--- src/conv_cfg.svh ---
`ifndef CONV_CFG_SVH
`define CONV_CFG_SVH

// word width on the input bus, also coefficient, pixel and result width
`define CONV_DATA_W 16

// kernel side, 3x3 window
`define CONV_K_N 3

// image side, 7x7 pixels per frame
`define CONV_IMG_N 7

// full booth product width
`define CONV_PROD_W 32

// product bits kept below the sign bit
// 1.0 sits at bit 12, so 0x1000 x pixel gives the pixel back
`define CONV_TRUNC_HI 26
`define CONV_TRUNC_LO 12

`endif

--- src/conv_pkg.sv ---
`include "conv_cfg.svh"

package conv_pkg;

	// raw word as seen on the req/ack bus
	typedef logic [`CONV_DATA_W-1:0] word_t;

	// kernel coefficient, same fixed point as the result
	// 1.0 is 0x1000
	typedef logic signed [`CONV_DATA_W-1:0] coef_t;

	// image pixel, signed
	typedef logic signed [`CONV_DATA_W-1:0] pixel_t;

	// truncated product or running sum, wraps modulo 2^16
	typedef logic [`CONV_DATA_W-1:0] acc_t;

	// full multiplier result before truncation
	typedef logic signed [`CONV_PROD_W-1:0] prod_t;

	// input sequencer states
	// st_idle waits for the first coefficient of a frame
	// st_wait holds ack until the producer drops req
	typedef enum logic [1:0] {
		st_idle,
		st_coef,
		st_pix,
		st_wait
	} seq_state_t;

endpackage

--- src/conv_window_if.sv ---
`timescale 1ns/1ps
`include "conv_cfg.svh"

// kernel and current 3x3 window, window buffer to mac tree
interface conv_window_if
	import conv_pkg::*;
();

	// both arrays are row-major, index r*K_N+c
	coef_t coef [`CONV_K_N*`CONV_K_N];
	pixel_t pix [`CONV_K_N*`CONV_K_N];

	// one-cycle strobe, window holds a full in-image neighbourhood
	logic win_valid;

	// marks the last window of the frame, only together with win_valid
	logic win_last;

	modport src (
		output coef,
		output pix,
		output win_valid,
		output win_last
	);

	modport dst (
		input coef,
		input pix,
		input win_valid,
		input win_last
	);

endinterface

--- src/window_buffer.sv ---
`timescale 1ns/1ps
`include "conv_cfg.svh"

module window_buffer
	import conv_pkg::*;
#(
	parameter int img_n = `CONV_IMG_N
) (
	input  logic  clk,
	input  logic  rst_n,
	input  word_t word,
	input  logic  coef_we,
	input  logic  pix_we,
	conv_window_if.src win
);

	localparam int k_n = `CONV_K_N;
	localparam int k_num = k_n * k_n;
	localparam int cnt_w = $clog2(img_n);

	// two rows of history, tail is the same column one and two rows up
	pixel_t line1 [img_n];
	pixel_t line2 [img_n];

	// position of the incoming pixel
	logic [cnt_w-1:0] row;
	logic [cnt_w-1:0] col;

	always_ff @(posedge clk) begin
		// coefficients arrive row-major, first one ends up at index 0
		if (coef_we) begin
			for (int k = 0; k < k_num - 1; k++) begin
				win.coef[k] <= win.coef[k+1];
			end
			win.coef[k_num-1] <= coef_t'(word);
		end
		if (pix_we) begin
			line1[0] <= pixel_t'(word);
			line2[0] <= line1[img_n-1];
			for (int i = 1; i < img_n; i++) begin
				line1[i] <= line1[i-1];
				line2[i] <= line2[i-1];
			end
			// window slides one column left
			for (int r = 0; r < k_n; r++) begin
				for (int c = 0; c < k_n - 1; c++) begin
					win.pix[r*k_n+c] <= win.pix[r*k_n+c+1];
				end
			end
			// new right column, oldest row on top
			win.pix[k_n-1] <= line2[img_n-1];
			win.pix[2*k_n-1] <= line1[img_n-1];
			win.pix[k_num-1] <= pixel_t'(word);
		end
	end

	always_ff @(posedge clk or negedge rst_n) begin
		if (!rst_n) begin
			row <= '0;
			col <= '0;
			win.win_valid <= 1'b0;
			win.win_last <= 1'b0;
		end else begin
			// edge columns and top rows hold wrapped data, not a window
			win.win_valid <= pix_we && (row >= cnt_w'(k_n - 1)) && (col >= cnt_w'(k_n - 1));
			win.win_last <= pix_we && (row == cnt_w'(img_n - 1)) && (col == cnt_w'(img_n - 1));
			if (pix_we) begin
				if (col == cnt_w'(img_n - 1)) begin
					col <= '0;
					// wraps with the frame, matches the sequencer pixel count
					if (row == cnt_w'(img_n - 1)) begin
						row <= '0;
					end else begin
						row <= row + 1'b1;
					end
				end else begin
					col <= col + 1'b1;
				end
			end
		end
	end

endmodule
--- src/flat_wrapper.sv ---
// flat-port wrapper written by rule: the top's interface ports become plain ports
module window_buffer_flat import conv_pkg::*;
#(
	parameter int img_n = `CONV_IMG_N
)
  (clk, rst_n, word, coef_we, pix_we, win_coef, win_pix, win_win_valid, win_win_last);
  conv_window_if win_i ();
  input  logic clk;
  input  logic rst_n;
  input  word_t word;
  input  logic coef_we;
  input  logic pix_we;
  output wire logic [$bits(win_i.coef)-1:0] win_coef;
  output wire logic [$bits(win_i.pix)-1:0] win_pix;
  output wire logic [$bits(win_i.win_valid)-1:0] win_win_valid;
  output wire logic [$bits(win_i.win_last)-1:0] win_win_last;
  assign win_coef = {>>{win_i.coef}};
  assign win_pix = {>>{win_i.pix}};
  assign win_win_valid = win_i.win_valid;
  assign win_win_last = win_i.win_last;
  window_buffer #(.img_n(img_n)) u_core (.clk(clk), .rst_n(rst_n), .word(word), .coef_we(coef_we), .pix_we(pix_we), .win(win_i));
endmodule
--- config.mk ---
export PLATFORM = sky130hd
export DESIGN_NAME = window_buffer_flat
export DESIGN_NICKNAME = d
export VERILOG_FILES = /design/src/conv_pkg.sv /design/src/conv_window_if.sv /design/src/window_buffer.sv /design/src/flat_wrapper.sv
export VERILOG_INCLUDE_DIRS = /design/src
export SDC_FILE = /design/constraint.sdc
export NUM_CORES = 1
export LEC_CHECK = 0
export BUFFER_PORTS_ARGS = -buffer_cell sky130_fd_sc_hd__buf_4
export CAP_MARGIN = 15
export CELL_PAD_IN_SITES_DETAIL_PLACEMENT = 1
export CELL_PAD_IN_SITES_GLOBAL_PLACEMENT = 1
export CORE_MARGIN = 5
export CORE_UTILIZATION = 41
export DETAILED_ROUTE_END_ITERATION = 16
export PLACE_DENSITY = 0.73
export REMOVE_ABC_BUFFERS = 1
export SLEW_MARGIN = 20
export SYNTH_ARGS = -nofsm -noshare
export SYNTH_HDL_FRONTEND = slang
export SYNTH_SLANG_ARGS = --single-unit
--- constraint.sdc ---
create_clock -name clk -period 1.1 [get_ports clk]
set_input_delay 0.22 -clock clk [delete_from_list [all_inputs] [get_ports clk]]
set_output_delay 0.22 -clock clk [all_outputs]
set_load 0.005 [all_outputs]
==> reports/qor.txt <==
status - finished, violations left
violated checks - setup timing
worst r2r path cells - 3
Final Slew Violations - 0
Final Power - 36220 µW
Clock Skew - 0.02249 ns
final antenna diode count - 0
final WL - 36070 µm
cell depth of the worst setup path - 1
Mapped Area - 12840 µm²
relative slew slack - 0.8179
max cap viols - 0
Final nets - 1091
FMAX - 706.4 MHz
setup tns final - -60.62 ns
drt via density - 4.620
CP top delay family - flip-flops
Final setup viols - 292
final hold violations - 0
drc violations - 0
vias in the first global route - 7114
Netlist cell types - 15
most frequent cells in the layout - edfxtp_1, buf_4, buf_6
grt ovf - 0
Worst setup EP type - primary output
Avg WL per Cell - 24.05 µm
Die Width - 187.0 µm
DP HPWL - 18610 µm
R2R setup slack - -0.09 ns
clock tree buffer depth - 3
die footprint - 34960 µm²
Pleak - 0.007981 µW
Multi-input gate area - 161.4 µm²
Avg Inst Size Synth - 28.66 µm²
register area share after synthesis - 0.9884
Reg area - 12690 µm²
gpl congestion - 0.7366
Starting Density - 0.4176
arrival time worst endpoint - 1.20 ns
CTS buffer count - 43
clock tree sinks - 424
worst vdd ir - 1361 µV
I/O pin cnt - 310
CP max-delay cell - edfxtp_1
share of cells above drive strength 1 - 0.5634
P&R area growth vs syn - 56.07%
Worst-Margin Slew - 0.2731 ns
Buf+Inv Stages, Crit Path - 1
slowest cell delay on critical path - 0.48 ns
crit path time final - 1.416 ns
crit start category - flop
DR pass1 iterations - 4
PortBufs - 309
post-synth top area share - 0.9728
pwr dens - 1807 nW/µm²
fin crit share - 1.287
largest net degree at the start of global routing - 51
critical path class - flop to primary output
TritonCTS clock tree - built
Yosys reg bits - 424
Final ANT Viol Nets - 0
routed vias - 6930
largest area contributor in the netlist - edfxtp_1
synthesized instance count - 448
worst r2r dst - u_core.row[2]
Iteration-0 DRC Markers - 426
cell row count - 64
CTS H-Tree Depth - 2
Syn. warnings - 0
Root Driver - clkbuf_16
commonest non-fill, non-tap cell in the layout - edfxtp_1
GRT Overall Usage - 0.1683
fillers - 2575
r2r startpoint - u_core.col[0]
core area - 30750 µm²
initial antenna violation count - 0
Die Ht - 187.0 µm
largest cells by area after synthesis - edfxtp_1, dfrtp_1, nand2_1
crit path max fanout - 2
dpl ws - -0.09890 ns
Crit path required time - 0.88 ns
clock edge transition at the registers on the reported setup and hold paths - 0.07 ns
Hold Path Class - input port to asynchronous set/reset pin
clk_lat worst skew - 0.54 ns
Post-Place Cell Area - 16090 µm²
cells along the critical path - buf_6
final worst setup slack - -0.3157 ns
Final Util - 0.6517
first-pass GRT wire length - 45330 µm
cell area after layout - 20040 µm²
RSZ-0062 raised after global routing - yes
-- metrics by stage --
| stage | hold WS (ns) | std cells |
|---|---|---|
| final | 0.07043 | 1500 |
| after floorplan | -0.07559 | 448 |
| after global routing | 0.06056 | 1500 |
| after CTS | 0.002880 | 1402 |
| after detailed placement | 0.04553 | 1192 |
| after global placement | 0.04310 | 1192 |
-- cells by family after synthesis --
kind of cell	count (synthesis)	synth area share
compound gates	8	0.003995
flops	424	0.9884
mux	2	0.001948
simple gates	14	0.005652
-- flip-flops by register name, indices dropped and copies added, names as in the netlist --
name / cells
u_core.row: 3
u_core.win.win_last: 1
u_core.win.coef: 144
u_core.win.pix: 48
u_core.line1: 112
u_core.line2: 112
u_core.col: 3
u_core.win.win_valid: 1
-- area by class of cell --
type	instances	share of cell area
Timing Repair Buffer	578	0.2703
Clock inverter	19	0.004870
Sequential cell	424	0.6333
Multi-Input combinational cell	24	0.008054
Tap cell	396	0.02472
Clock buffer	59	0.05869
-- timing repair --
action / 4_1_cts / 5_1_grt
pin swaps: 1 / 2
setup endpoints to repair: 291 / 295
setup buffers: 115 / 97
resized for setup: 150 / 95
hold endpoints to repair: 40 / 4
hold buffers: 17 / 1
-- how the worst max path moves through the flow --
stage | to | from
after floorplan | u_core.row[2] | u_core.col[0]
after global placement | u_core.row[2] | u_core.col[0]
after detailed placement | u_core.row[2] | u_core.col[0]
after CTS | win_pix[73] | u_core.line2[1][9]
after global routing | win_pix[1] | u_core.line1[0][1]
final | win_pix[1] | u_core.line1[0][1]
-- power breakdown --
| group | leakage, µW | switching, µW | internal (µW) |
|---|---|---|---|
| sequential | 0.00418 | 703 | 18900 |
| clock | 0.000624 | 5980 | 7490 |
| combinational | 0.00318 | 1200 | 1900 |
| total | 0.00798 | 7880 | 28300 |
-- layer usage --
| metal | share of wire | global-route usage | vias up |
|---|---|---|---|
| met5 | 0 | 0 | - |
| met4 | 0.035 | 0.05432 | 0 |
| met3 | 0.083 | 0.06364 | 67 |
| met2 | 0.54 | 0.2953 | 284 |
| met1 | 0.35 | 0.1911 | 3504 |
| li1 | - | - | 3075 |
-- synthesized netlist by cell type --
cell type and n:
nor2b_1 1, nand2_1 8, dfrtp_1 8, nand2b_1 1, nor2_1 1, o21ai_0 5
and4b_1 1, a21o_1 1, mux2_4 1, edfxtp_1 416, nor3b_1 1, nand4b_1 1
a211oi_1 1, mux2i_1 1, o221a_2 1
(Power assumes the default switching activity.)
