**src/conv_cfg.svh**
```systemverilog
`ifndef CONV_CFG_SVH
`define CONV_CFG_SVH

// word width on the input bus, also coefficient, pixel and result width
`define CONV_DATA_W 16

// kernel side, 3x3 window
`define CONV_K_N 3

// image side, 7x7 pixels per frame
`define CONV_IMG_N 7

// full booth product width
`define CONV_PROD_W 32

// product bits kept below the sign bit
// 1.0 sits at bit 12, so 0x1000 x pixel gives the pixel back
`define CONV_TRUNC_HI 26
`define CONV_TRUNC_LO 12

`endif

```
**src/conv_pkg.sv**
```systemverilog
`include "conv_cfg.svh"

package conv_pkg;

	// raw word as seen on the req/ack bus
	typedef logic [`CONV_DATA_W-1:0] word_t;

	// kernel coefficient, same fixed point as the result
	// 1.0 is 0x1000
	typedef logic signed [`CONV_DATA_W-1:0] coef_t;

	// image pixel, signed
	typedef logic signed [`CONV_DATA_W-1:0] pixel_t;

	// truncated product or running sum, wraps modulo 2^16
	typedef logic [`CONV_DATA_W-1:0] acc_t;

	// full multiplier result before truncation
	typedef logic signed [`CONV_PROD_W-1:0] prod_t;

	// input sequencer states
	// st_idle waits for the first coefficient of a frame
	// st_wait holds ack until the producer drops req
	typedef enum logic [1:0] {
		st_idle,
		st_coef,
		st_pix,
		st_wait
	} seq_state_t;

endpackage

```
**src/load_sequencer.sv**
```systemverilog
`timescale 1ns/1ps
`include "conv_cfg.svh"

module load_sequencer
	import conv_pkg::*;
(
	input  logic  clk,
	input  logic  rst_n,
	input  logic  req,
	input  word_t data,
	output logic  ack,
	output word_t word,
	output logic  coef_we,
	output logic  pix_we
);

	// words per frame section
	localparam int coef_num = `CONV_K_N * `CONV_K_N;
	localparam int pix_num = `CONV_IMG_N * `CONV_IMG_N;
	localparam int coef_cnt_w = $clog2(coef_num + 1);
	localparam int pix_cnt_w = $clog2(pix_num + 1);

	seq_state_t state;
	logic [coef_cnt_w-1:0] coef_cnt;
	logic [pix_cnt_w-1:0] pix_cnt;

	// new word offered while not still waiting for release
	logic take;

	assign take = req && (state != st_wait);

	// payload capture, valid only when a strobe follows
	always_ff @(posedge clk) begin
		if (take) begin
			word <= data;
		end
	end

	always_ff @(posedge clk or negedge rst_n) begin
		if (!rst_n) begin
			state <= st_idle;
			ack <= 1'b0;
			coef_we <= 1'b0;
			pix_we <= 1'b0;
			coef_cnt <= '0;
			pix_cnt <= '0;
		end else begin
			// strobes last one cycle, aligned with ack rise
			coef_we <= 1'b0;
			pix_we <= 1'b0;
			case (state)
				st_idle: begin
					// first coefficient restarts both counters
					if (req) begin
						ack <= 1'b1;
						coef_we <= 1'b1;
						coef_cnt <= coef_cnt_w'(1);
						pix_cnt <= '0;
						state <= st_wait;
					end
				end
				st_coef: begin
					if (req) begin
						ack <= 1'b1;
						coef_we <= 1'b1;
						coef_cnt <= coef_cnt + 1'b1;
						state <= st_wait;
					end
				end
				st_pix: begin
					if (req) begin
						ack <= 1'b1;
						pix_we <= 1'b1;
						pix_cnt <= pix_cnt + 1'b1;
						state <= st_wait;
					end
				end
				st_wait: begin
					// release phase, ack drops once req is seen low
					if (!req) begin
						ack <= 1'b0;
						if (pix_cnt == pix_cnt_w'(pix_num)) begin
							// frame complete, next word is a coefficient
							state <= st_idle;
						end else if (coef_cnt == coef_cnt_w'(coef_num)) begin
							state <= st_pix;
						end else begin
							state <= st_coef;
						end
					end
				end
				default: begin
					state <= st_idle;
					ack <= 1'b0;
				end
			endcase
		end
	end

endmodule

```
**config.mk**
```make
export PLATFORM = sky130hd
export DESIGN_NAME = load_sequencer
export DESIGN_NICKNAME = d
export VERILOG_FILES = /design/src/conv_pkg.sv /design/src/load_sequencer.sv
export VERILOG_INCLUDE_DIRS = /design/src
export SDC_FILE = /design/constraint.sdc
export NUM_CORES = 1
export LEC_CHECK = 0
export ABC_AREA = 1
export BUFFER_PORTS_ARGS = -buffer_cell sky130_fd_sc_hd__buf_2
export CORE_MARGIN = 2
export CORE_UTILIZATION = 44
export CTS_CLUSTER_DIAMETER = 120
export DETAILED_ROUTE_END_ITERATION = 8
export GPL_TIMING_DRIVEN = 0
export PLACE_DENSITY = 0.69
export SYNTH_ARGS = -nofsm -noshare
export SYNTH_HDL_FRONTEND = slang
export SYNTH_SLANG_ARGS = --single-unit
```
**constraint.sdc**
```tcl
create_clock -name clk -period 1.25 [get_ports clk]
set_input_delay 0.25 -clock clk [delete_from_list [all_inputs] [get_ports clk]]
set_output_delay 0.25 -clock clk [all_outputs]
set_load 0.005 [all_outputs]
```
==> results of run 1 <==
## report_power, final
group	switching (mW)	internal, mW	leakage, nW
logic	0.279	0.232	0.384
clock network	0.337	0.411	0.0426
registers	0.135	1.25	0.332
## what timing repair did
| action | CTS | global route |
|---|---|---|
| resized for setup | 0 | 3 |
| buffers inserted | 1 | 2 |
| endpoints found under the setup margin | 16 | 18 |
| hold endpoints to repair | 15 | 0 |
| hold buffers | 1 | 0 |
## metrics by stage
step                utilization (%)  instance area [µm²]  setup WS [ns]
floorplan                         -                 1260         0.0531
global route                   58.8                 1610       0.000889
finish                         58.8                 1610         0.0667
CTS                            58.1                 1590         0.0278
detailed placement             54.2                 1480         -0.117
global placement               54.2                 1480        -0.0788
## layout make-up
| cell class | count | area share, % |
|---|---|---|
| multi-input combinational | 65 | 21.6 |
| tap | 31 | 2.41 |
| clock buffer | 5 | 2.33 |
| inverter | 14 | 3.50 |
| clock inverter | 3 | 2.41 |
| timing repair buffer | 41 | 14.3 |
| sequential | 31 | 53.4 |
## worst max-delay path, cell delays in order, from the launching register on
cell	delay, ns
dfrtp_2	0.45
ha_1	0.23
or2_2	0.28
nand3_1	0.07
o21ai_1	0.06
## cell usage after synthesis
library cell | count | area [µm²]
a21oi_1 | 2 | 10.0
a21oi_2 | 1 | 8.76
dfrtp_1 | 15 | 375
edfxtp_1 | 16 | 480
ha_1 | 4 | 50.1
inv_1 | 11 | 41.3
inv_2 | 3 | 11.3
nand2_1 | 24 | 90.1
nand2_2 | 3 | 18.8
nand3_1 | 9 | 45.0
nor2_1 | 8 | 30.0
nor2_4 | 1 | 11.3
nor3_2 | 1 | 10.0
o21ai_0 | 6 | 30.0
o21ai_1 | 1 | 5.00
o21ai_2 | 1 | 8.76
o22ai_1 | 2 | 12.5
or2_2 | 1 | 6.26
xor2_1 | 1 | 8.76
## state kept, by name, indices dropped and copies added, names as in the netlist
signal,count
word,16
pix_we,1
ack,1
state,2
pix_cnt,6
coef_we,1
coef_cnt,4
## how the worst max path moves through the flow
stage	from	depth (start not counted)	to
3_3_place_gp	state[0]	3	word[3]
5_1_grt	pix_cnt[0]	4	pix_cnt[2]
3_5_place_dp	state[0]	3	word[3]
6_report	pix_cnt[0]	4	pix_cnt[2]
2_1_floorplan	state[0]	3	word[0]
4_1_cts	state[0]	4	word[5]
## per-layer routing
| metal | part of all wire [%] | routed length [µm] | GRT usage, % |
|---|---|---|---|
| met5 | 0 | 0 | 0 |
| met2 | 49 | 1130 | 26.0 |
| met3 | 8.0 | 185 | 6.35 |
| met4 | 2.0 | 46 | 6.98 |
| met1 | 41 | 952 | 17.8 |
## cell families (layout without fill, tap and decap cells)
logic type | after synthesis | after routing
flip-flops | 31 | 31
AO/OA/AOI/OAI | 13 | 13
buffers and inverters | 14 | 63
adder cells (fa/ha/maj) | 4 | 4
AND/OR/NAND/NOR | 47 | 47
XOR/XNOR | 1 | 1
==> impl_metrics.json, run 1 <==
{
  "grt-ovfl-total": 0,
  "grt_pass1_vias": 901,
  "start_kind": "flip-flop",
  "cts-buffers-inserted": 5,
  "track_usage_pct": 15.7,
  "yosys.area_share.simple_pct": 16.9,
  "syn_area_mm2": 0.00125,
  "whs_ns": 0.0956,
  "viasPerCell": 4.97,
  "r2r-start": "pix_cnt[0]",
  "peakVddDrop_mv": 1.06,
  "clockBufferDepth": 2,
  "root_buffer": "clkbuf_4",
  "diodes": 0,
  "holdCritPathClass": "input pin to flip-flop",
  "slew-limit-headroom_pct": 76.8,
  "pin_count": 38,
  "hold_viol": 0,
  "core_region_area_mm2": 0.00273,
  "reg2reg_depth": 4,
  "finalPower_mw": 2.65,
  "die_area_mm2": 0.00329,
  "cap_violations": 0,
  "cp-end-kind": "flip-flop",
  "initial_core_util_pct": 45.9,
  "cp_max_fo": 5,
  "cp.arrival_ns": 1.41,
  "antenna_found_initial": 0,
  "syn2layout_area_growth_pct": 28.2,
  "cts_tree": "done",
  "final_cell_mix": "buf_2, nand2_1, edfxtp_1",
  "muxShareOfSynthArea_pct": 0,
  "whs_path_depth": 1,
  "synth_fa_ha_area_share_pct": 3.99,
  "p_leak_nw": 0.758,
  "port_buffers": 37,
  "period_share_pct": 94.7,
  "vias": 944,
  "yosysSeqAreaShare_pct": 68.3,
  "drive_gt1_share_pct": 39.0,
  "seqCellArea_um2": 858,
  "grt_pass1_wl_mm": 3.80,
  "ant_nets": 0,
  "htreeDepth": 2,
  "final_common_cell": "buf_2",
  "drtIter0Drc": 16,
  "dr.pass1.iters": 4,
  "clkSlewWorstSetupHoldPaths_ns": 0.10,
  "worstReg2RegEnd": "pix_cnt[2]",
  "final_cells": 190,
  "worstMarginPinSlew_ns": 0.348,
  "whs_endpoint": "word[1]",
  "fmax_mhz": 845,
  "regToRegSetupSlack_ns": 0.07,
  "final.setup.tns_ns": 0,
  "power.density_mw_per_mm2": 1650,
  "die_y_um": 57.4,
  "fillerInstances": 233,
  "dp_hpwl_mm": 1.71,
  "yosysWarnings": 0,
  "nets": 181,
  "drv_slew": 0,
  "gp_congestion": 0.805,
  "dp.cells": 178,
  "synth_seq_cells": 31,
  "crit_type": "flip-flop to flip-flop",
  "setup_violations": 0,
  "clk_latency_ns": 0.32,
  "grt_start_max_net_pins": 17,
  "synth_top_family_by_area": "simple AND/OR/NAND/NOR gates",
  "ys_types": 19,
  "synthCells": 110,
  "rsz0062_at_grt": "false",
  "drcViolationCount": 0,
  "clock-sinks": 31,
  "status": "completed",
  "synth_xor_area_share_pct": 0.699,
  "finalWirelength_mm": 2.31,
  "wl_per_cell_um": 12.2,
  "hold_start": "data[1]",
  "multi_input_comb_area_um2": 348,
  "die_w_um": 57.4,
  "synth_compound_area_share_pct": 5.99,
  "core.rowCount": 19,
  "cp_data_required_time_ns": 1.47,
  "period_needed_ns": 1.18,
  "syn_avg_cell_area_um2": 11.4,
  "synth_nets": 133,
  "clock-skew-final_ns": 0.00695
}
Note: power is estimated with default switching activity, not from simulation.
==> run 2, diff against run 1 <==
--- a/config.mk
+++ b/config.mk
@@ -7,13 +7,13 @@
 export NUM_CORES = 1
 export LEC_CHECK = 0
 export ABC_AREA = 1
-export BUFFER_PORTS_ARGS = -buffer_cell sky130_fd_sc_hd__buf_2
 export CORE_MARGIN = 2
-export CORE_UTILIZATION = 44
+export CORE_UTILIZATION = 54
 export CTS_CLUSTER_DIAMETER = 120
 export DETAILED_ROUTE_END_ITERATION = 8
+export DONT_BUFFER_PORTS = 1
 export GPL_TIMING_DRIVEN = 0
-export PLACE_DENSITY = 0.69
+export PLACE_DENSITY = 0.68
 export SYNTH_ARGS = -nofsm -noshare
 export SYNTH_HDL_FRONTEND = slang
 export SYNTH_SLANG_ARGS = --single-unit
==> constraint.sdc (replaced) <==
create_clock -name clk -period 1.25 [get_ports clk]
set_input_delay 0.25 -clock clk [delete_from_list [all_inputs] [get_ports clk]]
set_output_delay 0.25 -clock clk [all_outputs]
set_load 0.01 [all_outputs]
==> run 2 against run 1 <==
Net effect:
- sequential power barely moved
- routed wire length grew 3.7%
- first-iteration DRC count up 13%
- clock skew decreased by 0.0023 ns
==> impl_metrics.json, run 2 (synthesized netlist as in run 1, its figures left out) <==
{
  "slew-limit-headroom_pct": 54.3,
  "worstMarginPinSlew_ns": 0.683,
  "initial_core_util_pct": 56.7,
  "viasPerCell": 5.17,
  "dp_hpwl_mm": 1.42,
  "period_share_pct": 96.5,
  "cts-buffers-inserted": 5,
  "cts_tree": "done",
  "fmax_mhz": 829,
  "final_cell_mix": "nand2_1, dlygate4sd3_1, edfxtp_1",
  "setup_violations": 0,
  "drv_slew": 0,
  "regMostFlops": "word",
  "period_needed_ns": 1.21,
  "power.density_mw_per_mm2": 1570,
  "pin_count": 38,
  "clkSlewWorstSetupHoldPaths_ns": 0.10,
  "port_buffers": 0,
  "p_leak_nw": 0.672,
  "htreeDepth": 2,
  "grt-ovfl-total": 0,
  "slowest_delay_ns": 0.43,
  "cp_max_fo": 4,
  "design_area_mm2": 0.00157,
  "peakVddDrop_mv": 1.12,
  "rsz0062_at_grt": "false",
  "seqCellArea_um2": 858,
  "final_common_cell": "nand2_1",
  "nets": 162,
  "whs_path_depth": 2,
  "fillerInstances": 154,
  "vias": 868,
  "dr.pass1.iters": 4,
  "crit_type": "flip-flop to flip-flop",
  "die_area_mm2": 0.00272,
  "grt_pass1_wl_mm": 3.70,
  "cp.arrival_ns": 1.44,
  "core_region_area_mm2": 0.00221,
  "track_usage_pct": 20.1,
  "dpl_cell_area_mm2": 0.00129,
  "drcViolationCount": 0,
  "finalWirelength_mm": 2.40,
  "core.rowCount": 17,
  "gp_congestion": 0.798,
  "largest_reg_flops": 16,
  "grt_pass1_vias": 818,
  "finalPower_mw": 2.46,
  "clockBufferDepth": 2,
  "syn2layout_area_growth_pct": 24.9,
  "multi_input_comb_area_um2": 345,
  "path_cells": "ha_1, or2_2, nand3_1, o21ai_1",
  "grt_start_max_net_pins": 17,
  "clock-skew-final_ns": 0.00465,
  "drive_gt1_share_pct": 17.9,
  "setup_slack_ns": 0.0437,
  "ant_nets": 0,
  "largestRegisters": "word: 16 flops, pix_cnt: 6 flops, coef_cnt: 4 flops",
  "die_y_um": 52.2,
  "status": "completed",
  "clk_latency_ns": 0.33,
  "start_kind": "flip-flop",
  "holdCritPathClass": "input pin to flip-flop",
  "wl_per_cell_um": 14.3,
  "die_w_um": 52.2,
  "cp-end-kind": "flip-flop",
  "drtIter0Drc": 18,
  "antenna_found_initial": 0,
  "clock-sinks": 31,
  "root_buffer": "clkbuf_4",
  "final.setup.tns_ns": 0,
  "hold_viol": 0,
  "cap_violations": 0,
  "cp_slowest_cell": "dfrtp_2",
  "reg2reg_depth": 4,
  "cp_data_required_time_ns": 1.48,
  "fin_util_pct": 70.8,
  "preCtsSetupSlack_ns": -0.105,
  "diodes": 0
}
-- run 2: what timing repair did --
action	4_1_cts	5_1_grt
buffers inserted	1	4
hold buffers	17	0
endpoints found under the setup margin	16	17
gates resized for setup	0	2
endpoints found under the hold margin	31	0
-- run 2: per-stage QoR --
stage                     hold slack [ns]  cells
final                              0.0296    168
after global routing               0.0294    168
after CTS                          0.0153    164
after global placement            -0.0452    138
after floorplan                   -0.0456    110
after detailed placement          -0.0453    138
-- run 2: area by class of cell --
| class | count | share of cell area (%) |
|---|---|---|
| sequential | 31 | 54.8 |
| multi-input combinational | 65 | 22.1 |
| timing repair buffer | 22 | 14.1 |
| inverter | 14 | 3.60 |
| clock buffer | 6 | 2.64 |
| tap | 28 | 2.24 |
| clock inverter | 2 | 0.560 |
-- run 2: metal layers --
| layer | share of wire [%] | GRT usage, % |
|---|---|---|
| met1 | 46 | 23.9 |
| met2 | 46 | 30.2 |
| met3 | 5.9 | 6.86 |
| met4 | 2.8 | 14.5 |
| met5 | 0 | 0 |
-- run 2: critical path: cells and delay by family (launching register included) --
kind / cells / cell delay (ns)
and+or+nand+nor: 2 / 0.38
AOI/OAI and AO/OA: 1 / 0.06
DFF: 1 / 0.43
adders and majority gates: 1 / 0.23
-- run 2: final timing paths --
kind                       slack, ns     endpoint        from
max                             0.04   pix_cnt[2]  pix_cnt[0]
min                             0.03     state[1]         req
max reg2reg                     0.04   pix_cnt[2]  pix_cnt[0]
min reg2reg                     0.51   pix_cnt[0]  pix_cnt[0]
max in group asynchronous       0.39     state[0]       rst_n
min in group asynchronous       0.39  coef_cnt[3]       rst_n
-- run 2: report_power, final --
group | switching, mW | internal, mW
logic | 0.262 | 0.224
clock network | 0.343 | 0.211
registers | 0.163 | 1.25
